<file path="config.mk">
export PLATFORM = sky130hd
export DESIGN_NAME = id_queue
export DESIGN_NICKNAME = d
export VERILOG_FILES = /design/src/id_queue_pkg.sv /design/src/id_queue.sv /design/src/id_queue_ctrl.sv /design/src/id_queue_free_finder.sv /design/src/id_queue_head_tail.sv /design/src/id_queue_linked_data.sv
export VERILOG_INCLUDE_DIRS = /design/src
export SDC_FILE = /design/constraint.sdc
export NUM_CORES = 1
export LEC_CHECK = 0
export BUFFER_PORTS_ARGS = -buffer_cell sky130_fd_sc_hd__buf_2
export CAP_MARGIN = 10
export CORE_ASPECT_RATIO = 0.8
export CORE_MARGIN = 2
export CORE_UTILIZATION = 52
export CTS_CLUSTER_DIAMETER = 150
export DETAILED_ROUTE_END_ITERATION = 8
export HOLD_SLACK_MARGIN = 0.06
export PLACE_DENSITY = 0.68
export SLEW_MARGIN = 0
export SYNTH_ARGS = -nofsm -noshare
export SYNTH_HDL_FRONTEND = slang
export SYNTH_SLANG_ARGS = --single-unit
</file>
<file path="constraint.sdc">
create_clock -name clk_i -period 7.3 [get_ports clk_i]
set_clock_uncertainty 0.1 [all_clocks]
set_input_delay 1.095 -clock clk_i [delete_from_list [all_inputs] [get_ports clk_i]]
set_output_delay 1.095 -clock clk_i [all_outputs]
set_load 0.02 [all_outputs]
</file>
<file path="src/id_queue_consts.svh">
// Size constants of the ID queue: ID, data and index widths,
// linked data capacity and head-tail capacity
`ifndef ID_QUEUE_CONSTS_SVH
`define ID_QUEUE_CONSTS_SVH

// Bits of an ID, which gives four distinct IDs
`define ID_Q_ID_WIDTH 2

// Number of cells in the linked data table, shared by all IDs
`define ID_Q_CAPACITY 8

// Bits of one stored element
`define ID_Q_DATA_WIDTH 16

// Head-tail entries, the smaller of 2**ID_WIDTH and the capacity
`define ID_Q_HT_CAPACITY 4

// Index widths into the two tables
`define ID_Q_LD_IDX_WIDTH 3
`define ID_Q_HT_IDX_WIDTH 2

`endif

</file>
<file path="src/id_queue_pkg.sv">
// Types of the ID queue: ID, element and table index types
// and the enum of the operation served in a cycle
`default_nettype none

`include "id_queue_consts.svh"

package id_queue_pkg;

    // One ID as seen on the input and output ports
    typedef logic [`ID_Q_ID_WIDTH-1:0] id_t;

    // One element, also the shape of the exists data and mask
    typedef logic [`ID_Q_DATA_WIDTH-1:0] data_t;

    // Cell index into the linked data table
    typedef logic [`ID_Q_LD_IDX_WIDTH-1:0] ld_idx_t;

    // Entry index into the head-tail table
    typedef logic [`ID_Q_HT_IDX_WIDTH-1:0] ht_idx_t;

    // Operation chosen by the control for one cycle
    // Only one port is served per cycle, so a single code is enough
    typedef enum logic [2:0] {
        OP_IDLE        = 3'd0,
        OP_PUSH_NEW    = 3'd1,
        OP_PUSH_APPEND = 3'd2,
        OP_PEEK        = 3'd3,
        OP_POP         = 3'd4,
        OP_MISS        = 3'd5
    } op_e;

endpackage

`default_nettype wire

</file>
<file path="src/id_queue.sv">
// Top level of the ID queue: control, head-tail table and linked data table
`timescale 1ns/1ps
`default_nettype none

module id_queue (
    input  wire logic                  clk_i,
    input  wire logic                  rst_ni,

    input  wire id_queue_pkg::id_t     inp_id_i,
    input  wire id_queue_pkg::data_t   inp_data_i,
    input  wire logic                  inp_req_i,
    output logic                       inp_gnt_o,

    input  wire id_queue_pkg::data_t   exists_data_i,
    input  wire id_queue_pkg::data_t   exists_mask_i,
    input  wire logic                  exists_req_i,
    output logic                       exists_o,
    output logic                       exists_gnt_o,

    input  wire id_queue_pkg::id_t     oup_id_i,
    input  wire logic                  oup_pop_i,
    input  wire logic                  oup_req_i,
    output id_queue_pkg::data_t        oup_data_o,
    output logic                       oup_data_valid_o,
    output logic                       oup_gnt_o
);

    // Operation and lookup ID fan out from the control to both tables
    id_queue_pkg::op_e     op;
    id_queue_pkg::id_t     lookup_id;
    logic                  full;
    logic                  hit;
    id_queue_pkg::data_t   head_data;
    id_queue_pkg::ld_idx_t head_idx;
    id_queue_pkg::ld_idx_t tail_idx;
    id_queue_pkg::ld_idx_t free_idx;
    id_queue_pkg::ld_idx_t head_next;

    id_queue_ctrl u_ctrl (
        .inp_req_i        (inp_req_i),
        .inp_id_i         (inp_id_i),
        .oup_id_i         (oup_id_i),
        .oup_req_i        (oup_req_i),
        .oup_pop_i        (oup_pop_i),
        .full_i           (full),
        .hit_i            (hit),
        .head_data_i      (head_data),
        .op_o             (op),
        .lookup_id_o      (lookup_id),
        .inp_gnt_o        (inp_gnt_o),
        .oup_gnt_o        (oup_gnt_o),
        .oup_data_valid_o (oup_data_valid_o),
        .oup_data_o       (oup_data_o)
    );

    // Head-tail table gets the new cell index and the pop successor from the data table
    id_queue_head_tail u_head_tail (
        .clk_i       (clk_i),
        .rst_ni      (rst_ni),
        .op_i        (op),
        .lookup_id_i (lookup_id),
        .free_cell_i (free_idx),
        .head_next_i (head_next),
        .hit_o       (hit),
        .head_idx_o  (head_idx),
        .tail_idx_o  (tail_idx)
    );

    id_queue_linked_data u_linked_data (
        .clk_i         (clk_i),
        .rst_ni        (rst_ni),
        .op_i          (op),
        .inp_data_i    (inp_data_i),
        .head_idx_i    (head_idx),
        .tail_idx_i    (tail_idx),
        .exists_data_i (exists_data_i),
        .exists_mask_i (exists_mask_i),
        .exists_req_i  (exists_req_i),
        .full_o        (full),
        .free_idx_o    (free_idx),
        .head_data_o   (head_data),
        .head_next_o   (head_next),
        .exists_o      (exists_o),
        .exists_gnt_o  (exists_gnt_o)
    );

endmodule

`default_nettype wire

</file>
<file path="src/id_queue_ctrl.sv">
// Control of the ID queue: operation select, grants,
// lookup ID select and read data gating
`timescale 1ns/1ps
`default_nettype none

module id_queue_ctrl (
    input  wire logic                  inp_req_i,
    input  wire id_queue_pkg::id_t     inp_id_i,
    input  wire id_queue_pkg::id_t     oup_id_i,
    input  wire logic                  oup_req_i,
    input  wire logic                  oup_pop_i,
    input  wire logic                  full_i,
    input  wire logic                  hit_i,
    input  wire id_queue_pkg::data_t   head_data_i,
    output id_queue_pkg::op_e          op_o,
    output id_queue_pkg::id_t          lookup_id_o,
    output logic                       inp_gnt_o,
    output logic                       oup_gnt_o,
    output logic                       oup_data_valid_o,
    output id_queue_pkg::data_t        oup_data_o
);

    logic push_sel;

    // Input wins whenever it can be taken
    assign push_sel  = inp_req_i && !full_i;
    assign inp_gnt_o = push_sel;

    // The tables look up the ID of whichever port is served
    // This depends on requests and full only, so hit has no loop back here
    assign lookup_id_o = push_sel ? inp_id_i : oup_id_i;

    // Output is granted whenever it is not blocked by a push
    assign oup_gnt_o = !push_sel && oup_req_i;

    always_comb begin
        op_o = id_queue_pkg::OP_IDLE;
        if (push_sel) begin
            op_o = hit_i ? id_queue_pkg::OP_PUSH_APPEND : id_queue_pkg::OP_PUSH_NEW;
        end else if (oup_req_i) begin
            if (!hit_i) begin
                op_o = id_queue_pkg::OP_MISS;
            end else if (oup_pop_i) begin
                op_o = id_queue_pkg::OP_POP;
            end else begin
                op_o = id_queue_pkg::OP_PEEK;
            end
        end
    end

    // A miss returns zero data with valid low
    assign oup_data_valid_o = (op_o == id_queue_pkg::OP_PEEK) ||
                              (op_o == id_queue_pkg::OP_POP);
    assign oup_data_o       = oup_data_valid_o ? head_data_i : '0;

endmodule

`default_nettype wire

</file>
<file path="src/id_queue_free_finder.sv">
// Lowest-index finder over a flag vector, with an any-set flag
`timescale 1ns/1ps
`default_nettype none

module id_queue_free_finder #(
    parameter int WIDTH = 8
) (
    input  wire logic [WIDTH-1:0]                           free_i,
    output logic      [((WIDTH > 1) ? $clog2(WIDTH) : 1)-1:0] idx_o,
    output logic                                            any_o
);

    // Index width, kept at one bit for a single-entry vector
    localparam int IdxWidth = (WIDTH > 1) ? $clog2(WIDTH) : 1;

    // Scan from the top down so the last hit is the lowest set index
    // With no flag set the index stays at zero and any_o tells the caller
    always_comb begin
        idx_o = '0;
        for (int i = WIDTH - 1; i >= 0; i--) begin
            if (free_i[i]) begin
                idx_o = IdxWidth'(i);
            end
        end
    end

    // Reduction OR tells whether the index above means anything
    assign any_o = |free_i;

endmodule

`default_nettype wire

</file>
<file path="src/id_queue_head_tail.sv">
// Head-tail table of the ID queue: ID lookup, free entry search
// and head/tail pointer update per operation
`timescale 1ns/1ps
`default_nettype none

`include "id_queue_consts.svh"

module id_queue_head_tail (
    input  wire logic                     clk_i,
    input  wire logic                     rst_ni,
    input  wire id_queue_pkg::op_e        op_i,
    input  wire id_queue_pkg::id_t        lookup_id_i,
    input  wire id_queue_pkg::ld_idx_t    free_cell_i,
    input  wire id_queue_pkg::ld_idx_t    head_next_i,
    output logic                          hit_o,
    output id_queue_pkg::ld_idx_t         head_idx_o,
    output id_queue_pkg::ld_idx_t         tail_idx_o
);

    // Entry payload, only meaningful while the matching free flag is low
    id_queue_pkg::id_t     ht_id_q   [`ID_Q_HT_CAPACITY];
    id_queue_pkg::ld_idx_t ht_head_q [`ID_Q_HT_CAPACITY];
    id_queue_pkg::ld_idx_t ht_tail_q [`ID_Q_HT_CAPACITY];

    // One free flag per entry, all set after reset
    logic [`ID_Q_HT_CAPACITY-1:0] ht_free_q;

    logic [`ID_Q_HT_CAPACITY-1:0] id_match;
    id_queue_pkg::ht_idx_t        match_idx;
    id_queue_pkg::ht_idx_t        free_entry_idx;
    logic                         any_free;
    logic                         pop_last;

    // An entry matches only while occupied, so stale IDs never hit
    always_comb begin
        for (int i = 0; i < `ID_Q_HT_CAPACITY; i++) begin
            id_match[i] = !ht_free_q[i] && (ht_id_q[i] == lookup_id_i);
        end
    end

    // The match vector is one-hot, so the lowest set bit is the match itself
    id_queue_free_finder #(
        .WIDTH (`ID_Q_HT_CAPACITY)
    ) u_match_finder (
        .free_i (id_match),
        .idx_o  (match_idx),
        .any_o  (hit_o)
    );

    // Lowest free entry, claimed when a new ID arrives
    id_queue_free_finder #(
        .WIDTH (`ID_Q_HT_CAPACITY)
    ) u_free_finder (
        .free_i (ht_free_q),
        .idx_o  (free_entry_idx),
        .any_o  (any_free)
    );

    // Pointers of the matched entry, zero on a miss
    assign head_idx_o = hit_o ? ht_head_q[match_idx] : '0;
    assign tail_idx_o = hit_o ? ht_tail_q[match_idx] : '0;

    // Head equal to tail means the popped cell is the last one of this ID
    assign pop_last = (head_idx_o == tail_idx_o);

    // Free flags carry the occupancy state of the table
    always_ff @(posedge clk_i or negedge rst_ni) begin
        if (!rst_ni) begin
            ht_free_q <= '1;
        end else begin
            if (op_i == id_queue_pkg::OP_PUSH_NEW) begin
                ht_free_q[free_entry_idx] <= 1'b0;
            end else if (op_i == id_queue_pkg::OP_POP && pop_last) begin
                ht_free_q[match_idx] <= 1'b1;
            end
        end
    end

    // Entry payload follows the operation of the cycle
    always_ff @(posedge clk_i) begin
        case (op_i)
            id_queue_pkg::OP_PUSH_NEW: begin
                // A new ID starts with a one-cell list
                ht_id_q[free_entry_idx]   <= lookup_id_i;
                ht_head_q[free_entry_idx] <= free_cell_i;
                ht_tail_q[free_entry_idx] <= free_cell_i;
            end
            id_queue_pkg::OP_PUSH_APPEND: begin
                ht_tail_q[match_idx] <= free_cell_i;
            end
            id_queue_pkg::OP_POP: begin
                // The last cell frees the entry, so the head is left as is then
                if (!pop_last) begin
                    ht_head_q[match_idx] <= head_next_i;
                end
            end
            default: begin
            end
        endcase
    end

    // The control only asks for a new entry when one can be claimed
    a_new_has_entry: assert property (@(posedge clk_i) disable iff (!rst_ni)
        op_i == id_queue_pkg::OP_PUSH_NEW |-> any_free)
        else $error("New ID pushed while the head-tail table is full");

    // An ID lives in at most one entry across pushes and pops
    a_unique_id: assert property (@(posedge clk_i) disable iff (!rst_ni)
        $onehot0(id_match))
        else $error("More than one head-tail entry matches the lookup ID");

endmodule

`default_nettype wire

</file>
<file path="src/id_queue_linked_data.sv">
// Linked data table of the ID queue: cell storage, free cell search,
// next-pointer chaining and the masked exists search
`timescale 1ns/1ps
`default_nettype none

`include "id_queue_consts.svh"

module id_queue_linked_data (
    input  wire logic                     clk_i,
    input  wire logic                     rst_ni,
    input  wire id_queue_pkg::op_e        op_i,
    input  wire id_queue_pkg::data_t      inp_data_i,
    input  wire id_queue_pkg::ld_idx_t    head_idx_i,
    input  wire id_queue_pkg::ld_idx_t    tail_idx_i,
    input  wire id_queue_pkg::data_t      exists_data_i,
    input  wire id_queue_pkg::data_t      exists_mask_i,
    input  wire logic                     exists_req_i,
    output logic                          full_o,
    output id_queue_pkg::ld_idx_t         free_idx_o,
    output id_queue_pkg::data_t           head_data_o,
    output id_queue_pkg::ld_idx_t         head_next_o,
    output logic                          exists_o,
    output logic                          exists_gnt_o
);

    // Cell payload and the link to the next cell of the same ID
    id_queue_pkg::data_t   cell_data_q [`ID_Q_CAPACITY];
    id_queue_pkg::ld_idx_t cell_next_q [`ID_Q_CAPACITY];

    // Free flag per cell, all set after reset
    logic [`ID_Q_CAPACITY-1:0] cell_free_q;

    logic [`ID_Q_CAPACITY-1:0] exists_match;
    logic                      any_free;
    logic                      is_push;

    assign is_push = (op_i == id_queue_pkg::OP_PUSH_NEW) ||
                     (op_i == id_queue_pkg::OP_PUSH_APPEND);

    // Lowest free cell receives the next pushed element
    id_queue_free_finder #(
        .WIDTH (`ID_Q_CAPACITY)
    ) u_free_finder (
        .free_i (cell_free_q),
        .idx_o  (free_idx_o),
        .any_o  (any_free)
    );

    // The queue is full exactly when no cell is free
    assign full_o = !any_free;

    // Head cell contents for the output port and the head advance on pop
    assign head_data_o = cell_data_q[head_idx_i];
    assign head_next_o = cell_next_q[head_idx_i];

    always_ff @(posedge clk_i or negedge rst_ni) begin
        if (!rst_ni) begin
            cell_free_q <= '1;
        end else begin
            if (is_push) begin
                cell_free_q[free_idx_o] <= 1'b0;
            end else if (op_i == id_queue_pkg::OP_POP) begin
                cell_free_q[head_idx_i] <= 1'b1;
            end
        end
    end

    always_ff @(posedge clk_i) begin
        if (is_push) begin
            cell_data_q[free_idx_o] <= inp_data_i;
        end
        // Appending chains the old tail to the new cell
        // The new cell's own link stays unread until something follows it
        if (op_i == id_queue_pkg::OP_PUSH_APPEND) begin
            cell_next_q[tail_idx_i] <= free_idx_o;
        end
    end

    // Compare only the masked bits, and only against occupied cells
    // A zero mask thus matches any occupied cell
    always_comb begin
        for (int i = 0; i < `ID_Q_CAPACITY; i++) begin
            exists_match[i] = !cell_free_q[i] &&
                (((cell_data_q[i] ^ exists_data_i) & exists_mask_i) == '0);
        end
    end

    // The search port is independent and always granted when asked
    assign exists_gnt_o = exists_req_i;
    assign exists_o     = exists_req_i && (|exists_match);

    // The head pointer from the head-tail table must name a live cell
    a_pop_live_cell: assert property (@(posedge clk_i) disable iff (!rst_ni)
        op_i == id_queue_pkg::OP_POP |-> !cell_free_q[head_idx_i])
        else $error("Pop targets a cell that is already free");

endmodule

`default_nettype wire

</file>
==> results_dict.tcl, run 1 <==
set metrics [dict create \
    synthCells 846 \
    hold_path.class "reg -> reg" \
    port_buffers 78 \
    insertedDiodeCount 0 \
    syn_to_final_growth_pct 11.2 \
    fill_cells 1631 \
    synthDominantCellAreaShare_pct 53.6 \
    die_w_um 161 \
    maxCapViolCount 0 \
    globalplace.congestion 1.01 \
    synth-adder-area-share_pct 0 \
    setup-tns-final_ps 0 \
    cts_root_buffer "clkbuf_16" \
    yosysSeqAreaShare_pct 56.6 \
    dp_hpwl_um 21600 \
    synth_nets 904 \
    synth_top_family_by_area "compound AO/OA/AOI/OAI gates" \
    die_h_um 130 \
    wl_um 31100 \
    setup_violations 0 \
    yosysWarnings 0 \
    synthXorXnorAreaFrac_pct 11.0 \
    nets 951 \
    min_path_cells 2 \
    core-area_mm2 0.0196 \
    p_leak_nw 4.16 \
    post-cts-setup-buffers 0 \
    slew_headroom_pct 16.8 \
    yosys-mux-area-fraction_pct 2.06 \
    num_rows 46 \
    place_ws_ps 1170 \
    crit_fanout 16 \
    antenna_found_initial 0 \
    synthArstFlopShare_pct 6.12 \
    cts_made_buffers 17 \
    synthTopCellsByArea "edfxtp_1 (54%), xor2_1 (11%), dfstp_2 (3.1%)" \
    fmax_ghz 0.161 \
    path_clk_slew_ps 70 \
    cts_resized 0 \
    r2r_cells 11 \
    vias 7783 \
    cts.sinks 196 \
    drc 0 \
    clockBufferDepth 2 \
    crit_required_ps 6110 \
    critPathLaunchType "input port" \
    htree_levels 4 \
    grt_usage_pct 30.1 \
    initial_utilization_pct 52.6 \
    crit_arrival_ps 5010 \
    regArea_mm2 0.00584 \
    dr.pass1.iters 7 \
    synth-compound-area-share_pct 18.9 \
    cts_hold_buf 0 \
    synth.avg_cell_area_um2 12.2 \
    ys_top_cells_by_count "edfxtp_1 (184), xor2_1 (128), nand2_1 (51), o22ai_1 (45), a22oi_1 (36)" \
    die_area_mm2 0.0210 \
    yosys.area.top_type "edfxtp_1" \
    drive_gt1_share_pct 19.1 \
    period_needed_ps 6210 \
    viasPerCell 6.65 \
    synth.distinct_cells 64 \
    worst_pin_slew_ps 1240 \
    synth_top_flop_cell "edfxtp_1" \
    ys_ff_latch 196 \
    multi_input_area_mm2 0.00416 \
    crit_type "in -> out" \
    mappedNetlistArea_mm2 0.0103 \
    drtIter0Drc 1282 \
    grt_remaining_overflow 0 \
    rsz0062_at_grt "false" \
    insertion_delay_ps 440 \
    postLayoutSetupSlackWorst_ps 1090 \
    post-synth-top-count-cell "edfxtp_1" \
    min_period_over_period_pct 85.0 \
    hold_viol_final 0 \
    grt_pass1_wl_um 45700 \
    vdd_drop_max_v 0.000242 \
    cts_tree "built" \
    status "finished, final reports clean" \
    pin_count 79 \
    worst_setup_path_end_kind "output port" \
    antenna_left 0 \
    finalMaxSlewViolations 0 \
    synth-simple-area-share_pct 8.05 \
    routedWlPerCell_um 26.6 \
    synth_edf_count 184 \
    grt_max_degree 38 \
    grt_pass1_vias 7205 \
    power_density_mw_per_mm2 487 \
]
## metal layers
metal	part of all wire, %	vias to the layer above	track usage [%]	wire [um]
met2	41	558	40.9	12600
met5	0	-	0	0
met4	1.8	0	8.35	568
met1	43	3789	45.7	13500
li1	-	3381	-	-
met3	14	55	10.1	4400
## report_power, final
group | switching [mW] | leakage (nW) | internal [mW]
clock network | 0.449 | 0.279 | 0.482
registers | 0.159 | 1.79 | 1.64
logic | 1.97 | 2.09 | 0.885
total | 2.58 | 4.16 | 3.01
## stage by stage
step,instances,area (um^2),util (%),power [mW],hold WS [ps]
2_1_floorplan,846,10300,-,3.67,392
3_3_place_gp,1138,10900,55.5,4.59,424
3_5_place_dp,1138,10900,55.5,4.61,439
4_1_cts,1170,11500,58.4,5.53,451
5_1_grt,1170,11500,58.4,5.83,472
6_report,1170,11500,58.4,5.59,451
## sequential cells by signal, summed over array words and instances, names as in the netlist
register	flops
u_linked_data.cell_free_q	8
u_head_tail.ht_free_q	4
u_linked_data.cell_data_q	128
u_head_tail.ht_id_q	8
u_linked_data.cell_next_q	24
u_head_tail.ht_head_q	12
u_head_tail.ht_tail_q	12
## critical path, cell delays in order
cell and delay, ps:
buf_2 120, inv_1 110, a21o_4 270, inv_2 280, mux4_2 420, o21ai_1 430
o31ai_2 300, a211o_1 500, nand2_1 210, nand2_1 550, a211o_1 450, nand2_1 100
buf_2 170
## placed cells by master, fill, tap and decap left out, types with 9 or more instances in the layout
cell type  instances
edfxtp_1         184
xor2_1           128
buf_2             78
nand2_1           51
o22ai_1           45
a22oi_1           36
nand3_1           28
nor2_1            27
o21ai_0           26
a21oi_1           24
o221ai_1          19
mux2i_1           19
a211o_1           17
clkbuf_16         17
a2bb2oi_1         16
inv_1             15
buf_4             15
dfstp_2           12
a211oi_1           9
nand4_1            9
## worst paths after layout
check                                              from                      endpoint  slack [ps]
setup / recovery                              inp_req_i                oup_data_o[14]        1090
hold / removal             u_linked_data.cell_free_q[4]  u_linked_data.cell_free_q[4]         450
setup reg to reg           u_linked_data.cell_free_q[0]   u_head_tail.ht_head_q[1][1]        2590
hold reg to reg            u_linked_data.cell_free_q[4]  u_linked_data.cell_free_q[4]         450
max in group asynchronous                        rst_ni      u_head_tail.ht_free_q[2]        6380
min in group asynchronous                        rst_ni  u_linked_data.cell_free_q[6]         680
## cells by family (layout without fill, tap and decap cells)
logic type | after synthesis | after routing
flip-flops | 196 | 196
AND/OR/NAND/NOR | 162 | 162
XOR/XNOR | 129 | 129
AO/OA/AOI/OAI | 258 | 258
multiplexers | 20 | 20
buffers and inverters | 81 | 141
## cell type report
class | count | area share (%)
clock inverters | 14 | 1.23
multi-input cells | 569 | 36.3
well taps | 264 | 2.88
flip-flops and latches | 196 | 50.9
inverters | 16 | 0.524
clock buffers | 18 | 3.74
repair buffers | 93 | 4.39
No activity file was read; power rests on OpenSTA's default activity.
==> run 2: changes to the inputs <==
==> constraint.sdc (replaced) <==
create_clock -name clk_i -period 6.43 [get_ports clk_i]
set_clock_uncertainty 0.1 [all_clocks]
set_input_delay 0.9645 -clock clk_i [delete_from_list [all_inputs] [get_ports clk_i]]
set_output_delay 0.9645 -clock clk_i [all_outputs]
set_load 0.02 [all_outputs]
==> run 2 against run 1 <==
Sequential cell count stayed put. Cell count is 0.51% higher. Utilization is 0.52 points higher. Non-clock buffer count is 6 higher. Die area stayed put. Cell area is 0.89% higher. Via count is 1.0% lower. Sequential power is 13% higher. Clock-buffer cell count stayed put. Routed wire length is 0.31% lower. Worst hold slack worse by 4.9 ps.
==> results_dict.tcl, run 2 (same netlist as run 1, synthesis figures left out) <==
set metrics [dict create \
    topRoutingLayerUsed "met4" \
    vdd_drop_max_v 0.000464 \
    critPathLaunchType "flop" \
    r2r_cells 10 \
    power_density_mw_per_mm2 557 \
    r2r-start "u_linked_data.cell_free_q[0]" \
    syn_to_final_growth_pct 12.2 \
    grt_pass1_vias 7169 \
    max_flop_register "u_linked_data.cell_data_q" \
    core-area_mm2 0.0196 \
    die_h_um 130 \
    cts_resized 0 \
    grt_remaining_overflow 0 \
    worst_setup_path_end_kind "output port" \
    cts.sinks 196 \
    combPwrFrac_pct 51.3 \
    met1Wirelength_um 13800 \
    final_cell_mix "edfxtp_1 (184), xor2_1 (128), buf_2 (78)" \
    place_ws_ps 827 \
    finalMaxSlewViolations 0 \
    min_period_over_period_pct 87.2 \
    port_buffers 78 \
    dr.pass1.iters 7 \
    crit_fanout 23 \
    die_w_um 161 \
    cts_tree "built" \
    die_area_mm2 0.0210 \
    rr_endpoint "u_head_tail.ht_head_q[3][2]" \
    cts_made_buffers 17 \
    drive_gt1_share_pct 19.6 \
    vias 7702 \
    wl_met2_um 12800 \
    fmax_ghz 0.178 \
    grt_usage_pct 30.2 \
    wl_met3_um 4100 \
    p_seq_share_pct 31.6 \
    crit_arrival_ps 4540 \
    crit_required_ps 5370 \
    grt_pass1_wl_um 45800 \
    hold_path.class "reg -> reg" \
    worst_pin_slew_ps 1170 \
    final_common_cell "edfxtp_1" \
    crit_type "reg -> out" \
    dp_hpwl_um 21700 \
    period_needed_ps 5610 \
    status "finished, final reports clean" \
    cts_root_buffer "clkbuf_16" \
    grt_max_degree 38 \
    hold_viol_final 0 \
    reg_top3 "u_linked_data.cell_data_q x128, u_linked_data.cell_next_q x24" \
    p_leak_nw 4.21 \
    insertedDiodeCount 0 \
    initial_utilization_pct 52.6 \
    antenna_found_initial 0 \
    slew_headroom_pct 22.0 \
    nets 957 \
    htree_levels 4 \
    path_clk_slew_ps 70 \
    switchingPower_mw 2.96 \
    setup-tns-final_ps 0 \
    pin_count 79 \
    switching_share_pct 45.9 \
    r2r_slack_ps 1830 \
    drtIter0Drc 1058 \
    cp-endpoint "oup_data_o[14]" \
    postLayoutSetupSlackWorst_ps 825 \
    clockBufferDepth 2 \
    rsz0062_at_grt "false" \
    maxCapViolCount 0 \
    num_rows 46 \
    crit_path_start "u_linked_data.cell_free_q[0]" \
    cts_hold_buf 0 \
    intPower_mw 3.48 \
    largest_reg_flops 128 \
    post-cts-setup-buffers 0 \
    insertion_delay_ps 450 \
    globalplace.congestion 1.01 \
    setup_violations 0 \
    wl_um 31000 \
    power_frac_clock_pct 17.0 \
    antenna_left 0 \
    viasPerCell 6.55 \
    drc 0 \
    routedWlPerCell_um 26.4 \
]
## run 2: changes by cell type in the layout (fill, tap and decap cells not counted), moves of 2 or more
cell / delta
buf_4: +4
inv_8: +2
clkinv_8: +5
inv_6: -4
## run 2: cell type report
type | instances | area [um^2]
clock buffer | 18 | 429
clock inverter | 14 | 189
fill | 1594 | 8060
inverter | 16 | 60.1
multi-input combinational | 569 | 4160
sequential | 196 | 5840
tap | 264 | 330
timing repair buffer | 99 | 558
## run 2: per-stage QoR
step           power, mW  hold WS (ps)  util (%)  std cells  cell area (um^2)
3_3_place_gp        5.24           422      55.8       1143             10900
5_1_grt             6.73           463      59.0       1176             11600
4_1_cts             6.36           442      58.9       1175             11600
6_report            6.44           446      59.0       1176             11600
3_5_place_dp        5.28           430      55.8       1143             10900
2_1_floorplan       4.17           392         -        846             10300
## run 2: critical path: stages, from the launching register on
cell      delay [ps]
dfstp_2          660
nor4_4            90
a21o_4           280
inv_2            280
mux4_2           410
o21a_2           220
nor4_4           520
a221oi_2         190
a21oi_4          520
buf_12           260
o22ai_1          100
a211o_1          280
nand2_1          100
buf_2            170
## run 2: worst min-delay path by stage
stage	from	end	cells past startpoint
after floorplan	u_head_tail.ht_free_q[2]	u_head_tail.ht_free_q[2]	2
after global placement	u_head_tail.ht_free_q[2]	u_head_tail.ht_free_q[2]	2
after detailed placement	u_linked_data.cell_free_q[4]	u_linked_data.cell_free_q[4]	2
after CTS	u_linked_data.cell_free_q[4]	u_linked_data.cell_free_q[4]	2
after global routing	u_linked_data.cell_free_q[4]	u_linked_data.cell_free_q[4]	2
final	u_linked_data.cell_free_q[4]	u_linked_data.cell_free_q[4]	2
## run 2: routing by layer
metal | vias to the layer above | GRT usage [%]
met5 | - | 0
met4 | 0 | 7.62
met3 | 32 | 8.93
met2 | 502 | 41.1
met1 | 3777 | 47.0
li1 | 3391 | -
## run 2: power by group through the flow
stage / combinational (mW) / clock (mW) / sequential [mW]
floorplan: 2.17 / 0 / 2.00
global placement: 3.19 / 0 / 2.05
detailed placement: 3.22 / 0 / 2.06
CTS: 3.23 / 1.10 / 2.03
global route: 3.52 / 1.14 / 2.06
finish: 3.31 / 1.10 / 2.04
